File: config.mk
export PLATFORM = sky130hd
export DESIGN_NAME = smi_top
export DESIGN_NICKNAME = d
export VERILOG_FILES = /design/src/smi_pkg.sv /design/src/smi_top.sv /design/src/smi_tx_data.sv /design/src/smi_tx_fsm.sv /design/src/smi_byte_counter.sv /design/src/smi_ioc_regs.sv /design/src/sample_fifo.sv
export VERILOG_INCLUDE_DIRS = /design/src
export SDC_FILE = /design/constraint.sdc
export NUM_CORES = 1
export LEC_CHECK = 0
export BUFFER_PORTS_ARGS = -buffer_cell sky130_fd_sc_hd__buf_4
export CAP_MARGIN = 20
export CELL_PAD_IN_SITES_DETAIL_PLACEMENT = 1
export CELL_PAD_IN_SITES_GLOBAL_PLACEMENT = 1
export CORE_ASPECT_RATIO = 1.2
export CORE_MARGIN = 10
export CORE_UTILIZATION = 49
export DETAILED_ROUTE_END_ITERATION = 8
export PLACE_DENSITY = 0.78
export SYNTH_ARGS = -nofsm -noshare
export SYNTH_HDL_FRONTEND = slang
export SYNTH_SLANG_ARGS = --single-unit
File: constraint.sdc
create_clock -name i_sys_clk -period 4.8 [get_ports i_sys_clk]
set_input_delay 0.72 -clock i_sys_clk [delete_from_list [all_inputs] [get_ports i_sys_clk]]
set_output_delay 0.72 -clock i_sys_clk [all_outputs]
set_load 0.01 [all_outputs]
File: src/smi_settings.svh
`ifndef SMI_SETTINGS_SVH
`define SMI_SETTINGS_SVH

// ------------------------------------------------------------
// Module identity and sizing
// ------------------------------------------------------------
`define SMI_MODULE_VERSION  8'h01
`define SMI_FIFO_DEPTH      16      // Sample words, power of two
`define SMI_LFSR_SEED       8'h56   // Test pattern start and reload value

// ------------------------------------------------------------
// IOC register map
// ------------------------------------------------------------
`define SMI_IOC_VERSION     5'd0    // Read only
`define SMI_IOC_FIFO_STATUS 5'd1    // Read only
`define SMI_IOC_CHANNEL     5'd2    // Read and write
`define SMI_IOC_COUNT_LO    5'd3    // Read only
`define SMI_IOC_COUNT_HI    5'd4    // Read only

`endif
File: src/smi_pkg.sv
package smi_pkg;

    // Data widths
    typedef logic [31:0] sample_word_t;   // One producer sample
    typedef logic [7:0]  smi_byte_t;      // SMI bus or command bus byte
    typedef logic [4:0]  ioc_addr_t;      // Command bus register address

    // Byte position within a sample word, lane 0 is the MSB
    typedef logic [1:0]  byte_lane_t;

    // Running total of bytes handed to the host
    typedef logic [15:0] byte_count_t;

    // Read-out sequencer states
    typedef enum logic [1:0] {
        TX_IDLE = 2'd0,   // Waiting for data or test mode
        TX_LOAD = 2'd1,   // Pop head word into holding register
        TX_SEND = 2'd2,   // Host pulls the four bytes
        TX_TEST = 2'd3    // LFSR pattern instead of samples
    } tx_state_t;

endpackage

File: src/smi_top.sv
module smi_top import smi_pkg::*; (
    input  logic         i_sys_clk,
    input  logic         i_rst_b,

    // Producer
    input  logic         i_sample_push,
    input  sample_word_t i_sample_data,
    output logic         o_fifo_full,

    // Command bus
    input  ioc_addr_t    i_ioc,
    input  smi_byte_t    i_data_in,
    output smi_byte_t    o_data_out,
    input  logic         i_cs,
    input  logic         i_fetch_cmd,
    input  logic         i_load_cmd,
    output logic         o_channel,
    output logic         o_address_error,

    // SMI host
    input  logic         i_smi_soe_se,
    input  logic         i_smi_test,
    output smi_byte_t    o_smi_data_out,
    output logic         o_smi_read_req
);

    logic         fifo_empty;
    sample_word_t fifo_word;
    logic         fifo_pop;
    logic         load;
    logic         byte_taken;
    logic         test_active;
    logic         sending;
    byte_lane_t   lane;
    logic         last_lane;
    byte_count_t  byte_count;

    // Host is asked to read while a word or test byte is up
    assign o_smi_read_req = sending | test_active;

    sample_fifo u_fifo (
        .i_sys_clk   (i_sys_clk),
        .i_rst_b     (i_rst_b),
        .i_push      (i_sample_push),
        .i_push_data (i_sample_data),
        .i_pop       (fifo_pop),
        .o_head      (fifo_word),
        .o_empty     (fifo_empty),
        .o_full      (o_fifo_full)
    );

    smi_tx_fsm u_fsm (
        .i_sys_clk     (i_sys_clk),
        .i_rst_b       (i_rst_b),
        .i_smi_soe_se  (i_smi_soe_se),
        .i_smi_test    (i_smi_test),
        .i_fifo_empty  (fifo_empty),
        .i_last_lane   (last_lane),
        .o_fifo_pop    (fifo_pop),
        .o_load        (load),
        .o_byte_taken  (byte_taken),
        .o_test_active (test_active),
        .o_sending     (sending)
    );

    smi_byte_counter u_counter (
        .i_sys_clk    (i_sys_clk),
        .i_rst_b      (i_rst_b),
        .i_load       (load),
        .i_byte_taken (byte_taken),
        .i_sending    (sending),
        .o_lane       (lane),
        .o_last_lane  (last_lane),
        .o_byte_count (byte_count)
    );

    smi_tx_data u_data (
        .i_sys_clk     (i_sys_clk),
        .i_rst_b       (i_rst_b),
        .i_load        (load),
        .i_word        (fifo_word),
        .i_lane        (lane),
        .i_byte_taken  (byte_taken),
        .i_test_active (test_active),
        .o_byte        (o_smi_data_out)
    );

    smi_ioc_regs u_regs (
        .i_sys_clk       (i_sys_clk),
        .i_rst_b         (i_rst_b),
        .i_ioc           (i_ioc),
        .i_data_in       (i_data_in),
        .i_cs            (i_cs),
        .i_fetch_cmd     (i_fetch_cmd),
        .i_load_cmd      (i_load_cmd),
        .i_fifo_empty    (fifo_empty),
        .i_byte_count    (byte_count),
        .o_data_out      (o_data_out),
        .o_channel       (o_channel),
        .o_address_error (o_address_error)
    );

endmodule

File: src/smi_tx_data.sv
`include "smi_settings.svh"

module smi_tx_data import smi_pkg::*; (
    input  logic         i_sys_clk,
    input  logic         i_rst_b,

    input  logic         i_load,
    input  sample_word_t i_word,
    input  byte_lane_t   i_lane,
    input  logic         i_byte_taken,
    input  logic         i_test_active,

    output smi_byte_t    o_byte
);

    sample_word_t word_q;      // Word being sent
    smi_byte_t    word_byte;
    smi_byte_t    lfsr;
    smi_byte_t    lfsr_step;

    // Holding register
    always_ff @(posedge i_sys_clk) begin
        if (i_load) begin
            word_q <= i_word;
        end
    end

    // MSB first
    always_comb begin
        unique case (i_lane)
            2'd0:    word_byte = word_q[31:24];
            2'd1:    word_byte = word_q[23:16];
            2'd2:    word_byte = word_q[15:8];
            default: word_byte = word_q[7:0];
        endcase
    end

    // ------------------------------------------------------------
    // Test pattern
    // ------------------------------------------------------------
    assign lfsr_step = {lfsr[2] ^ lfsr[3], lfsr[7:1]};   // Feedback into bit 7

    always_ff @(posedge i_sys_clk or negedge i_rst_b) begin
        if (!i_rst_b) begin
            lfsr <= `SMI_LFSR_SEED;
        end else if (i_test_active && i_byte_taken) begin
            if (lfsr_step == '0) begin
                lfsr <= `SMI_LFSR_SEED;   // Never let it lock up at zero
            end else begin
                lfsr <= lfsr_step;
            end
        end
    end

    assign o_byte = i_test_active ? lfsr : word_byte;

endmodule

File: src/smi_tx_fsm.sv
module smi_tx_fsm import smi_pkg::*; (
    input  logic i_sys_clk,
    input  logic i_rst_b,

    input  logic i_smi_soe_se,
    input  logic i_smi_test,
    input  logic i_fifo_empty,
    input  logic i_last_lane,

    output logic o_fifo_pop,
    output logic o_load,
    output logic o_byte_taken,
    output logic o_test_active,
    output logic o_sending
);

    tx_state_t state;
    tx_state_t state_next;

    logic soe_meta;
    logic soe_sync;
    logic soe_prev;
    logic soe_fall;      // Registered falling edge of the strobe
    logic test_meta;
    logic test_sync;

    // ------------------------------------------------------------
    // Host strobe and test mode synchronizers
    // ------------------------------------------------------------
    always_ff @(posedge i_sys_clk or negedge i_rst_b) begin
        if (!i_rst_b) begin
            soe_meta  <= 1'b1;   // Strobe idles high
            soe_sync  <= 1'b1;
            soe_prev  <= 1'b1;
            soe_fall  <= 1'b0;
            test_meta <= 1'b0;
            test_sync <= 1'b0;
        end else begin
            soe_meta  <= i_smi_soe_se;
            soe_sync  <= soe_meta;
            soe_prev  <= soe_sync;
            soe_fall  <= soe_prev & ~soe_sync;   // Third edge after the pin
            test_meta <= i_smi_test;
            test_sync <= test_meta;
        end
    end

    // ------------------------------------------------------------
    // Sequencer
    // ------------------------------------------------------------
    always_ff @(posedge i_sys_clk or negedge i_rst_b) begin
        if (!i_rst_b) begin
            state <= TX_IDLE;
        end else begin
            state <= state_next;
        end
    end

    always_comb begin
        state_next = state;
        unique case (state)
            TX_IDLE: begin
                // Test mode only at a word boundary
                if (test_sync) begin
                    state_next = TX_TEST;
                end else if (!i_fifo_empty) begin
                    state_next = TX_LOAD;
                end
            end
            TX_LOAD: begin
                state_next = TX_SEND;   // Single cycle pop
            end
            TX_SEND: begin
                if (soe_fall && i_last_lane) begin
                    state_next = TX_IDLE;
                end
            end
            TX_TEST: begin
                if (!test_sync) begin
                    state_next = TX_IDLE;
                end
            end
            default: state_next = TX_IDLE;
        endcase
    end

    assign o_load        = (state == TX_LOAD);
    assign o_fifo_pop    = (state == TX_LOAD);
    assign o_sending     = (state == TX_SEND);
    assign o_test_active = (state == TX_TEST);

    // Strobes outside a transfer are not counted
    assign o_byte_taken  = soe_fall & (o_sending | o_test_active);

endmodule

File: src/smi_byte_counter.sv
module smi_byte_counter import smi_pkg::*; (
    input  logic        i_sys_clk,
    input  logic        i_rst_b,

    input  logic        i_load,
    input  logic        i_byte_taken,
    input  logic        i_sending,

    output byte_lane_t  o_lane,
    output logic        o_last_lane,
    output byte_count_t o_byte_count
);

    assign o_last_lane = (o_lane == 2'd3);   // LSB of the word

    // Lane within the current word
    always_ff @(posedge i_sys_clk or negedge i_rst_b) begin
        if (!i_rst_b) begin
            o_lane <= '0;
        end else if (i_load) begin
            o_lane <= '0;                    // New word starts at MSB
        end else if (i_byte_taken && i_sending) begin
            o_lane <= o_lane + 1'b1;
        end
    end

    // Delivered bytes, samples and test pattern alike
    always_ff @(posedge i_sys_clk or negedge i_rst_b) begin
        if (!i_rst_b) begin
            o_byte_count <= '0;
        end else if (i_byte_taken) begin
            o_byte_count <= o_byte_count + 1'b1;   // Wraps at 16 bits
        end
    end

endmodule

File: src/smi_ioc_regs.sv
`include "smi_settings.svh"

module smi_ioc_regs import smi_pkg::*; (
    input  logic        i_sys_clk,
    input  logic        i_rst_b,

    input  ioc_addr_t   i_ioc,
    input  smi_byte_t   i_data_in,
    input  logic        i_cs,
    input  logic        i_fetch_cmd,
    input  logic        i_load_cmd,

    input  logic        i_fifo_empty,
    input  byte_count_t i_byte_count,

    output smi_byte_t   o_data_out,
    output logic        o_channel,
    output logic        o_address_error
);

    logic fetch;
    logic load;

    assign fetch = i_cs & i_fetch_cmd;
    assign load  = i_cs & i_load_cmd & ~i_fetch_cmd;   // Fetch wins

    always_ff @(posedge i_sys_clk or negedge i_rst_b) begin
        if (!i_rst_b) begin
            o_data_out      <= '0;
            o_channel       <= 1'b0;
            o_address_error <= 1'b0;
        end else begin
            // ------------------------------------------------------------
            // Register reads
            // ------------------------------------------------------------
            if (fetch) begin
                case (i_ioc)
                    `SMI_IOC_VERSION: begin
                        o_data_out <= `SMI_MODULE_VERSION;
                    end
                    `SMI_IOC_FIFO_STATUS: begin
                        o_data_out <= {6'b000000, o_channel, i_fifo_empty};
                    end
                    `SMI_IOC_CHANNEL: begin
                        o_data_out <= {7'b0000000, o_channel};
                    end
                    `SMI_IOC_COUNT_LO: begin
                        o_data_out <= i_byte_count[7:0];
                    end
                    `SMI_IOC_COUNT_HI: begin
                        o_data_out <= i_byte_count[15:8];
                    end
                    default: begin
                        o_data_out      <= '0;
                        o_address_error <= 1'b1;   // Unmapped, stays set
                    end
                endcase
            end

            // ------------------------------------------------------------
            // Register writes
            // ------------------------------------------------------------
            if (load) begin
                case (i_ioc)
                    `SMI_IOC_CHANNEL: begin
                        o_channel <= i_data_in[0];
                    end
                    default: begin
                        // Read-only or unmapped target
                        o_address_error <= 1'b1;
                    end
                endcase
            end
        end
    end

endmodule

File: src/sample_fifo.sv
`include "smi_settings.svh"

module sample_fifo import smi_pkg::*; #(
    parameter int DEPTH = `SMI_FIFO_DEPTH
) (
    input  logic         i_sys_clk,
    input  logic         i_rst_b,

    input  logic         i_push,
    input  sample_word_t i_push_data,
    input  logic         i_pop,

    output sample_word_t o_head,
    output logic         o_empty,
    output logic         o_full
);

    localparam int AW = $clog2(DEPTH);

    sample_word_t    mem [DEPTH];
    logic [AW-1:0]   wr_ptr;
    logic [AW-1:0]   rd_ptr;
    logic [AW:0]     count;     // One extra bit to tell full from empty
    logic            push_ok;
    logic            pop_ok;

    assign push_ok = i_push & ~o_full;   // Drop pushes when full
    assign pop_ok  = i_pop & ~o_empty;   // Ignore pops when empty

    assign o_empty = (count == '0);
    assign o_full  = (count == (AW+1)'(DEPTH));
    assign o_head  = mem[rd_ptr];        // First word falls through

    // ------------------------------------------------------------
    // Storage
    // ------------------------------------------------------------
    always_ff @(posedge i_sys_clk) begin
        if (push_ok) begin
            mem[wr_ptr] <= i_push_data;
        end
    end

    // ------------------------------------------------------------
    // Pointers and occupancy
    // ------------------------------------------------------------
    always_ff @(posedge i_sys_clk or negedge i_rst_b) begin
        if (!i_rst_b) begin
            wr_ptr <= '0;
            rd_ptr <= '0;
            count  <= '0;
        end else begin
            if (push_ok) begin
                wr_ptr <= wr_ptr + 1'b1;   // Wraps at power-of-two depth
            end
            if (pop_ok) begin
                rd_ptr <= rd_ptr + 1'b1;
            end

            unique case ({push_ok, pop_ok})
                2'b10:   count <= count + 1'b1;
                2'b01:   count <= count - 1'b1;
                default: count <= count;   // Both or neither
            endcase
        end
    end

endmodule

======== Yosys cells after proc, flatten, opt, wreduce, memory -nomap -nowiden ========
Memories as Yosys holds them, arrays and structs flattened. A register that Yosys moved wholly into a read port is not among the register bits.
Index checks and enable logic that the tools add are counted.
cells by class
  bitwise operators ....................... 13
  eq/ne operators ......................... 16
  mux-type cells .......................... 18
  $add $sub $neg .......................... 6
  reductions and logical operators ........ 13
operators with widths
  kind                                                                    number
  8-bit case mux with 5 select lines                                      1
  8-bit case mux with 3 select lines                                      1
  16-bit by 1-bit adder with 16-bit output (second input constant)        1
  8-bit two-way mux                                                       2
  2-bit two-way mux                                                       6
  2-bit equality test (second input constant)                             5
  5-bit by 2-bit equality test with 1-bit output (second input constant)  2
  5-bit logical NOT                                                       2
  5-bit case mux with 2 select lines                                      1
  4-bit by 1-bit adder with 4-bit output (second input constant)          2
  8-bit logical NOT                                                       1
  2-bit case mux with 4 select lines                                      1
  1-bit bitwise AND                                                       7
  2-bit by 1-bit equality test with 1-bit output (second input constant)  3
  1-bit two-way mux                                                       6
  5-bit by 1-bit adder with 5-bit output (second input constant)          1
  5-bit by 1-bit equality test with 1-bit output (second input constant)  1
  5-bit by 3-bit equality test with 1-bit output (second input constant)  1
  5-bit equality test (second input constant)                             1
  5-bit OR reduction                                                      1
  5-bit by 1-bit subtractor with 5-bit output (second input constant)     1
  2-bit logical NOT                                                       2
  2-bit != test (second input constant)                                   2
  1-bit inverter                                                          4
  other kinds (8)                                                         11
storage, ports and cells
  bits in writable memories ............... 512
  output and inout bits ................... 20
  register bits after elaboration ......... 57
  word-level logic and storage cells ...... 83
  input bits .............................. 53
  memories ................................ 1
memories
  name        depth  width  read ports  clocked after Yosys merged registers in  wr ports  line               RTL
  u_fifo.mem  16     32     1           1                                        1         sample_fifo.sv:20  sample_word_t mem [DEPTH];

======== Logic depth before layout (Yosys ltp) ========
  depth after elaboration ................. 6
  gate-level depth with buffers ........... 12
  mapped depth without buffers ............ 10

======== Modules after synthesis ========
A second synthesis with hierarchy kept.
second synthesis, totals
  cells, all modules ...................... 1270
  area, all modules ....................... 23747.8 µm²
by module, submodules not included
  module            instances  cells each  area an instance (µm²)  seq. area each (µm²)
  sample_fifo       1          1012        20408.3                 15700.1
  smi_tx_data       1          111         1680.4                  1166.1
  smi_byte_counter  1          67          807.0                   450.4
  smi_ioc_regs      1          58          540.5                   250.2
  smi_tx_fsm        1          21          305.3                   203.9
  smi_top           1          1           6.3                     0.0

======== Worst setup path after synthesis ========
Ideal clock, no wire load.
  path type ............................... input -> register
  start ................................... input port i_sample_push
  end ..................................... memory u_fifo.mem[3][0] in the netlist's numbering, enable pin
  slack ................................... 0.921 ns
  data required time ...................... 4.339 ns
  cell stages on the path ................. 3
  buffers on the path ..................... 0
  arrival time ............................ 3.418 ns
  library setup time ...................... 0.461 ns
  path through ............................ a21boi_2 -> nand2_1 -> nor3_1
between the ends
  longest elaborated chain between the ends .. 3
RTL lines
  what                                     line               RTL
  start, declared                          smi_top.sv:6       input logic i_sample_push,
  1-bit bitwise AND                        sample_fifo.sv:27  assign push_ok = i_push & ~o_full;
  1-bit two-way mux                        sample_fifo.sv:38  if (push_ok) begin
  1-bit two-way mux (implied by the code)  sample_fifo.sv:39  mem[wr_ptr] <= i_push_data;
  end, declared                            sample_fifo.sv:20
Every way passes these cells.

======== Worst setup path after layout ========
  start ................................... register u_counter.o_lane[0]
  end ..................................... output port o_smi_data_out[5]
between the ends
  longest elaborated chain between the ends .. 3
  elaborated cells between the ends (all ways) .. 5
  those cells by class .................... eq/ne (2); mux (2); reduce/logical (1)
RTL lines
  what                                         line                    RTL
  start, declared                              smi_byte_counter.sv:9   output byte_lane_t o_lane,
  start signal, assigned                       smi_byte_counter.sv:23  o_lane <= o_lane + 1'b1;
  2-bit equality test (tied with other cells)  smi_tx_data.sv:30       unique case (i_lane)
  8-bit case mux with 3 select lines (*)       smi_tx_data.sv:30
  8-bit two-way mux (*)                        smi_tx_data.sv:55       assign o_byte = i_test_active ? lfsr : word_byte;
  end, declared                                smi_top.sv:23           output smi_byte_t o_smi_data_out,
Mark *: on every way between the ends. The rest lies on a longest branch, timed or not.

==> results.cfg <==
[timing]
period_minus_slack_ps = 3470
relSlewSlack_pct = 40.7
hold_viol = 0
rsz0062_at_grt = no
worst_pin_slew_ps = 887
setup_ws_ps = 1330
finClkSkew_ps = 29.3
fmax_mhz = 288
finalSetupTns_ps = 0
finalCritPeriodShare_pct = 72.3
worst_hold_slack_ps = 163
maxSlewViolCount = 0
finalSetupViolations = 0

[synthesis]
synthesis.nets = 1201
ys_seq_elements = 601
yosys.area_share.adder_pct = 0.808
synthXorXnorAreaFrac_pct = 1.06
yosysSeqAreaShare_pct = 76.5
yosys.area_share.simple_pct = 3.03
async_flop_share_pct = 9.48
synth_compound_area_share_pct = 4.31
synth.avg_cell_area_um2 = 20.5
synth_top_family_by_area = multiplexers
synth_cells = 1133
synth.distinct_cells = 51
synth_edf_count = 544
synth.area.mux_share_pct = 12.8
yosys_warnings = 0
syn_area_um2 = 23200
synth_flop_cell = edfxtp_1

[worst_setup_path]
arrival_ps = 2750
worstPathMaxFanout = 8
cp-end-kind = output pin
worst_setup_path_start_kind = register
ff2ff_path_depth = 5
critPathKind = register to output pin
required_ps = 4080

[layout]
stdcell_count = 1891
n_antenna_cell = 0
final_cell_mix = edfxtp_1, mux4_2, buf_4, a22oi_1, nand2_1
layout_commonest_cell = edfxtp_1
drive_gt1_share_pct = 26.5
area_growth_pct = 13.4
layout.nets = 1290

[clock_tree]
cts_buffers = 57
cts-root-buf = clkbuf_16
cts_htree_levels = 2
cts_resized = 0
clock_sinks = 601
cts_tree = built
postCtsHoldBufs = 0
cts_setup_buffers = 0
clkLatencyLatePin_ps = 630
cts.clk_slew.worst_paths_ps = 70
cts_buffer_depth = 3

[global_routing]
grt.busiest_layer = met2
gr-usage-met3_pct = 4.17
grt_pass1_wl_um = 81900
grt_max_degree = 58
grt_use_total_pct = 19.5
use_met1_pct = 24.5
antenna_found_initial = 3
grt_pass1_vias = 12400
overflow = 0
met2_usage_pct = 33.1

[min_path]
hp-class = input pin to asynchronous set/reset pin

[routing]
drtAntennaViolNets = 0
vias = 11500
via_per_inst = 6.09
drc = 0
first_pass_iters = 6
wl_per_cell_um = 28.9
drt_iter0_drc = 1121
wirelength_um = 54700

[place]
globalplace.congestion = 0.761
io_buffers = 65
dpl_worst_slack_ps = 1680
dp.cells = 1786
dp_hpwl_um = 30800

[floorplanning]
die_w_um = 219
die_area_um2 = 56600
die_h_um = 259
rows = 87
initial_core_util_pct = 49.5
io_pins = 73
core_area_um2 = 46900

[power_and_ir_drop]
p_leak_nw = 8.71
ir_worst_vdd_mv = 0.333
power.density_nw_per_um2 = 565

[run]
max_cap_viol_count = 0

[outcome]
status = completed
worst paths after layout:
path                                          start           endpoint  slack, ps
worst max-delay path            u_counter.o_lane[0]  o_smi_data_out[5]       1330
min in group i_sys_clk                 i_smi_soe_se     u_fsm.soe_meta        210
worst min-delay path                        i_rst_b   u_regs.o_channel        160
worst min register to register       u_fsm.soe_meta     u_fsm.soe_sync        360
max in group asynchronous                   i_rst_b   u_fifo.rd_ptr[1]       4070
worst max register to register      u_fifo.count[1]  u_fifo.mem[8][23]       1850
cell usage after synthesis (all sizes together) (8+ instances only):
master,instances,area [um^2]
a211oi,8,60.1
a21o,9,67.6
a222oi,8,80.1
a22oi,73,548
buf,31,195
clkbuf,32,121
dfrtp,50,1250
edfxtp,544,16300
ha,15,188
inv,9,33.8
mux4,128,2880
nand2,60,225
nand3,11,55.1
nor2,29,109
nor3,8,40.0
o21ai,17,85.1
xnor2,20,175
xor2,8,70.1
power by group:
part / total [W] / switching [W] / internal, W
logic: 0.00365 / 0.00201 / 0.00163
clock network: 0.00432 / 0.00190 / 0.00242
registers: 0.00692 / 0.000502 / 0.00641
layout make-up:
| type | count | area [um^2] |
|---|---|---|
| multi-input cells | 460 | 5250 |
| well taps | 623 | 779 |
| repair buffers | 93 | 723 |
| inverters | 9 | 33.8 |
| fillers | 4039 | 20600 |
| clock inverters | 38 | 289 |
| clock buffers | 67 | 1490 |
| flip-flops and latches | 601 | 17800 |
sequential cells by signal, indices dropped and copies added, names as in the netlist, 2 cells and up:
name and count:
u_fifo.rd_ptr 4, u_fifo.count 5, u_fifo.wr_ptr 4, u_counter.o_lane 2, u_data.lfsr 8, u_regs.o_data_out 8
u_data.word_q 32, u_counter.o_byte_count 16, u_fifo.mem 512, u_fsm.state 2
per-stage QoR:
step           util (%)  power [W]  area [um^2]
2_1_floorplan         -    0.00935        23200
3_3_place_gp       52.4     0.0105        24600
3_5_place_dp       52.4     0.0107        24600
4_1_cts            56.1     0.0150        26300
5_1_grt            56.1     0.0155        26300
6_report           56.1     0.0149        26300
cells by family after synthesis:
group | after synthesis
buf+inv | 72
fa+ha+maj | 15
simple gates | 146
flops | 601
compound gates | 135
xor+xnor | 28
mux | 136
per-layer routing:
| layer | wire length (um) | vias up | part of all wire, % |
|---|---|---|---|
| met1 | 21000 | 6115 | 38 |
| met3 | 3890 | 86 | 7.1 |
| met5 | 50 | - | 0.091 |
| met4 | 1460 | 6 | 2.7 |
| met2 | 28300 | 449 | 52 |
| li1 | - | 4856 | - |
worst max-delay path: stages, from the launching register on:
cell and delay (ps):
dfrtp_1 400, inv_1 120, ha_1 360, a222oi_1 730, a211oi_1 200, a21o_1 190
buf_4 140
Note: power is estimated with default switching activity, not from simulation.
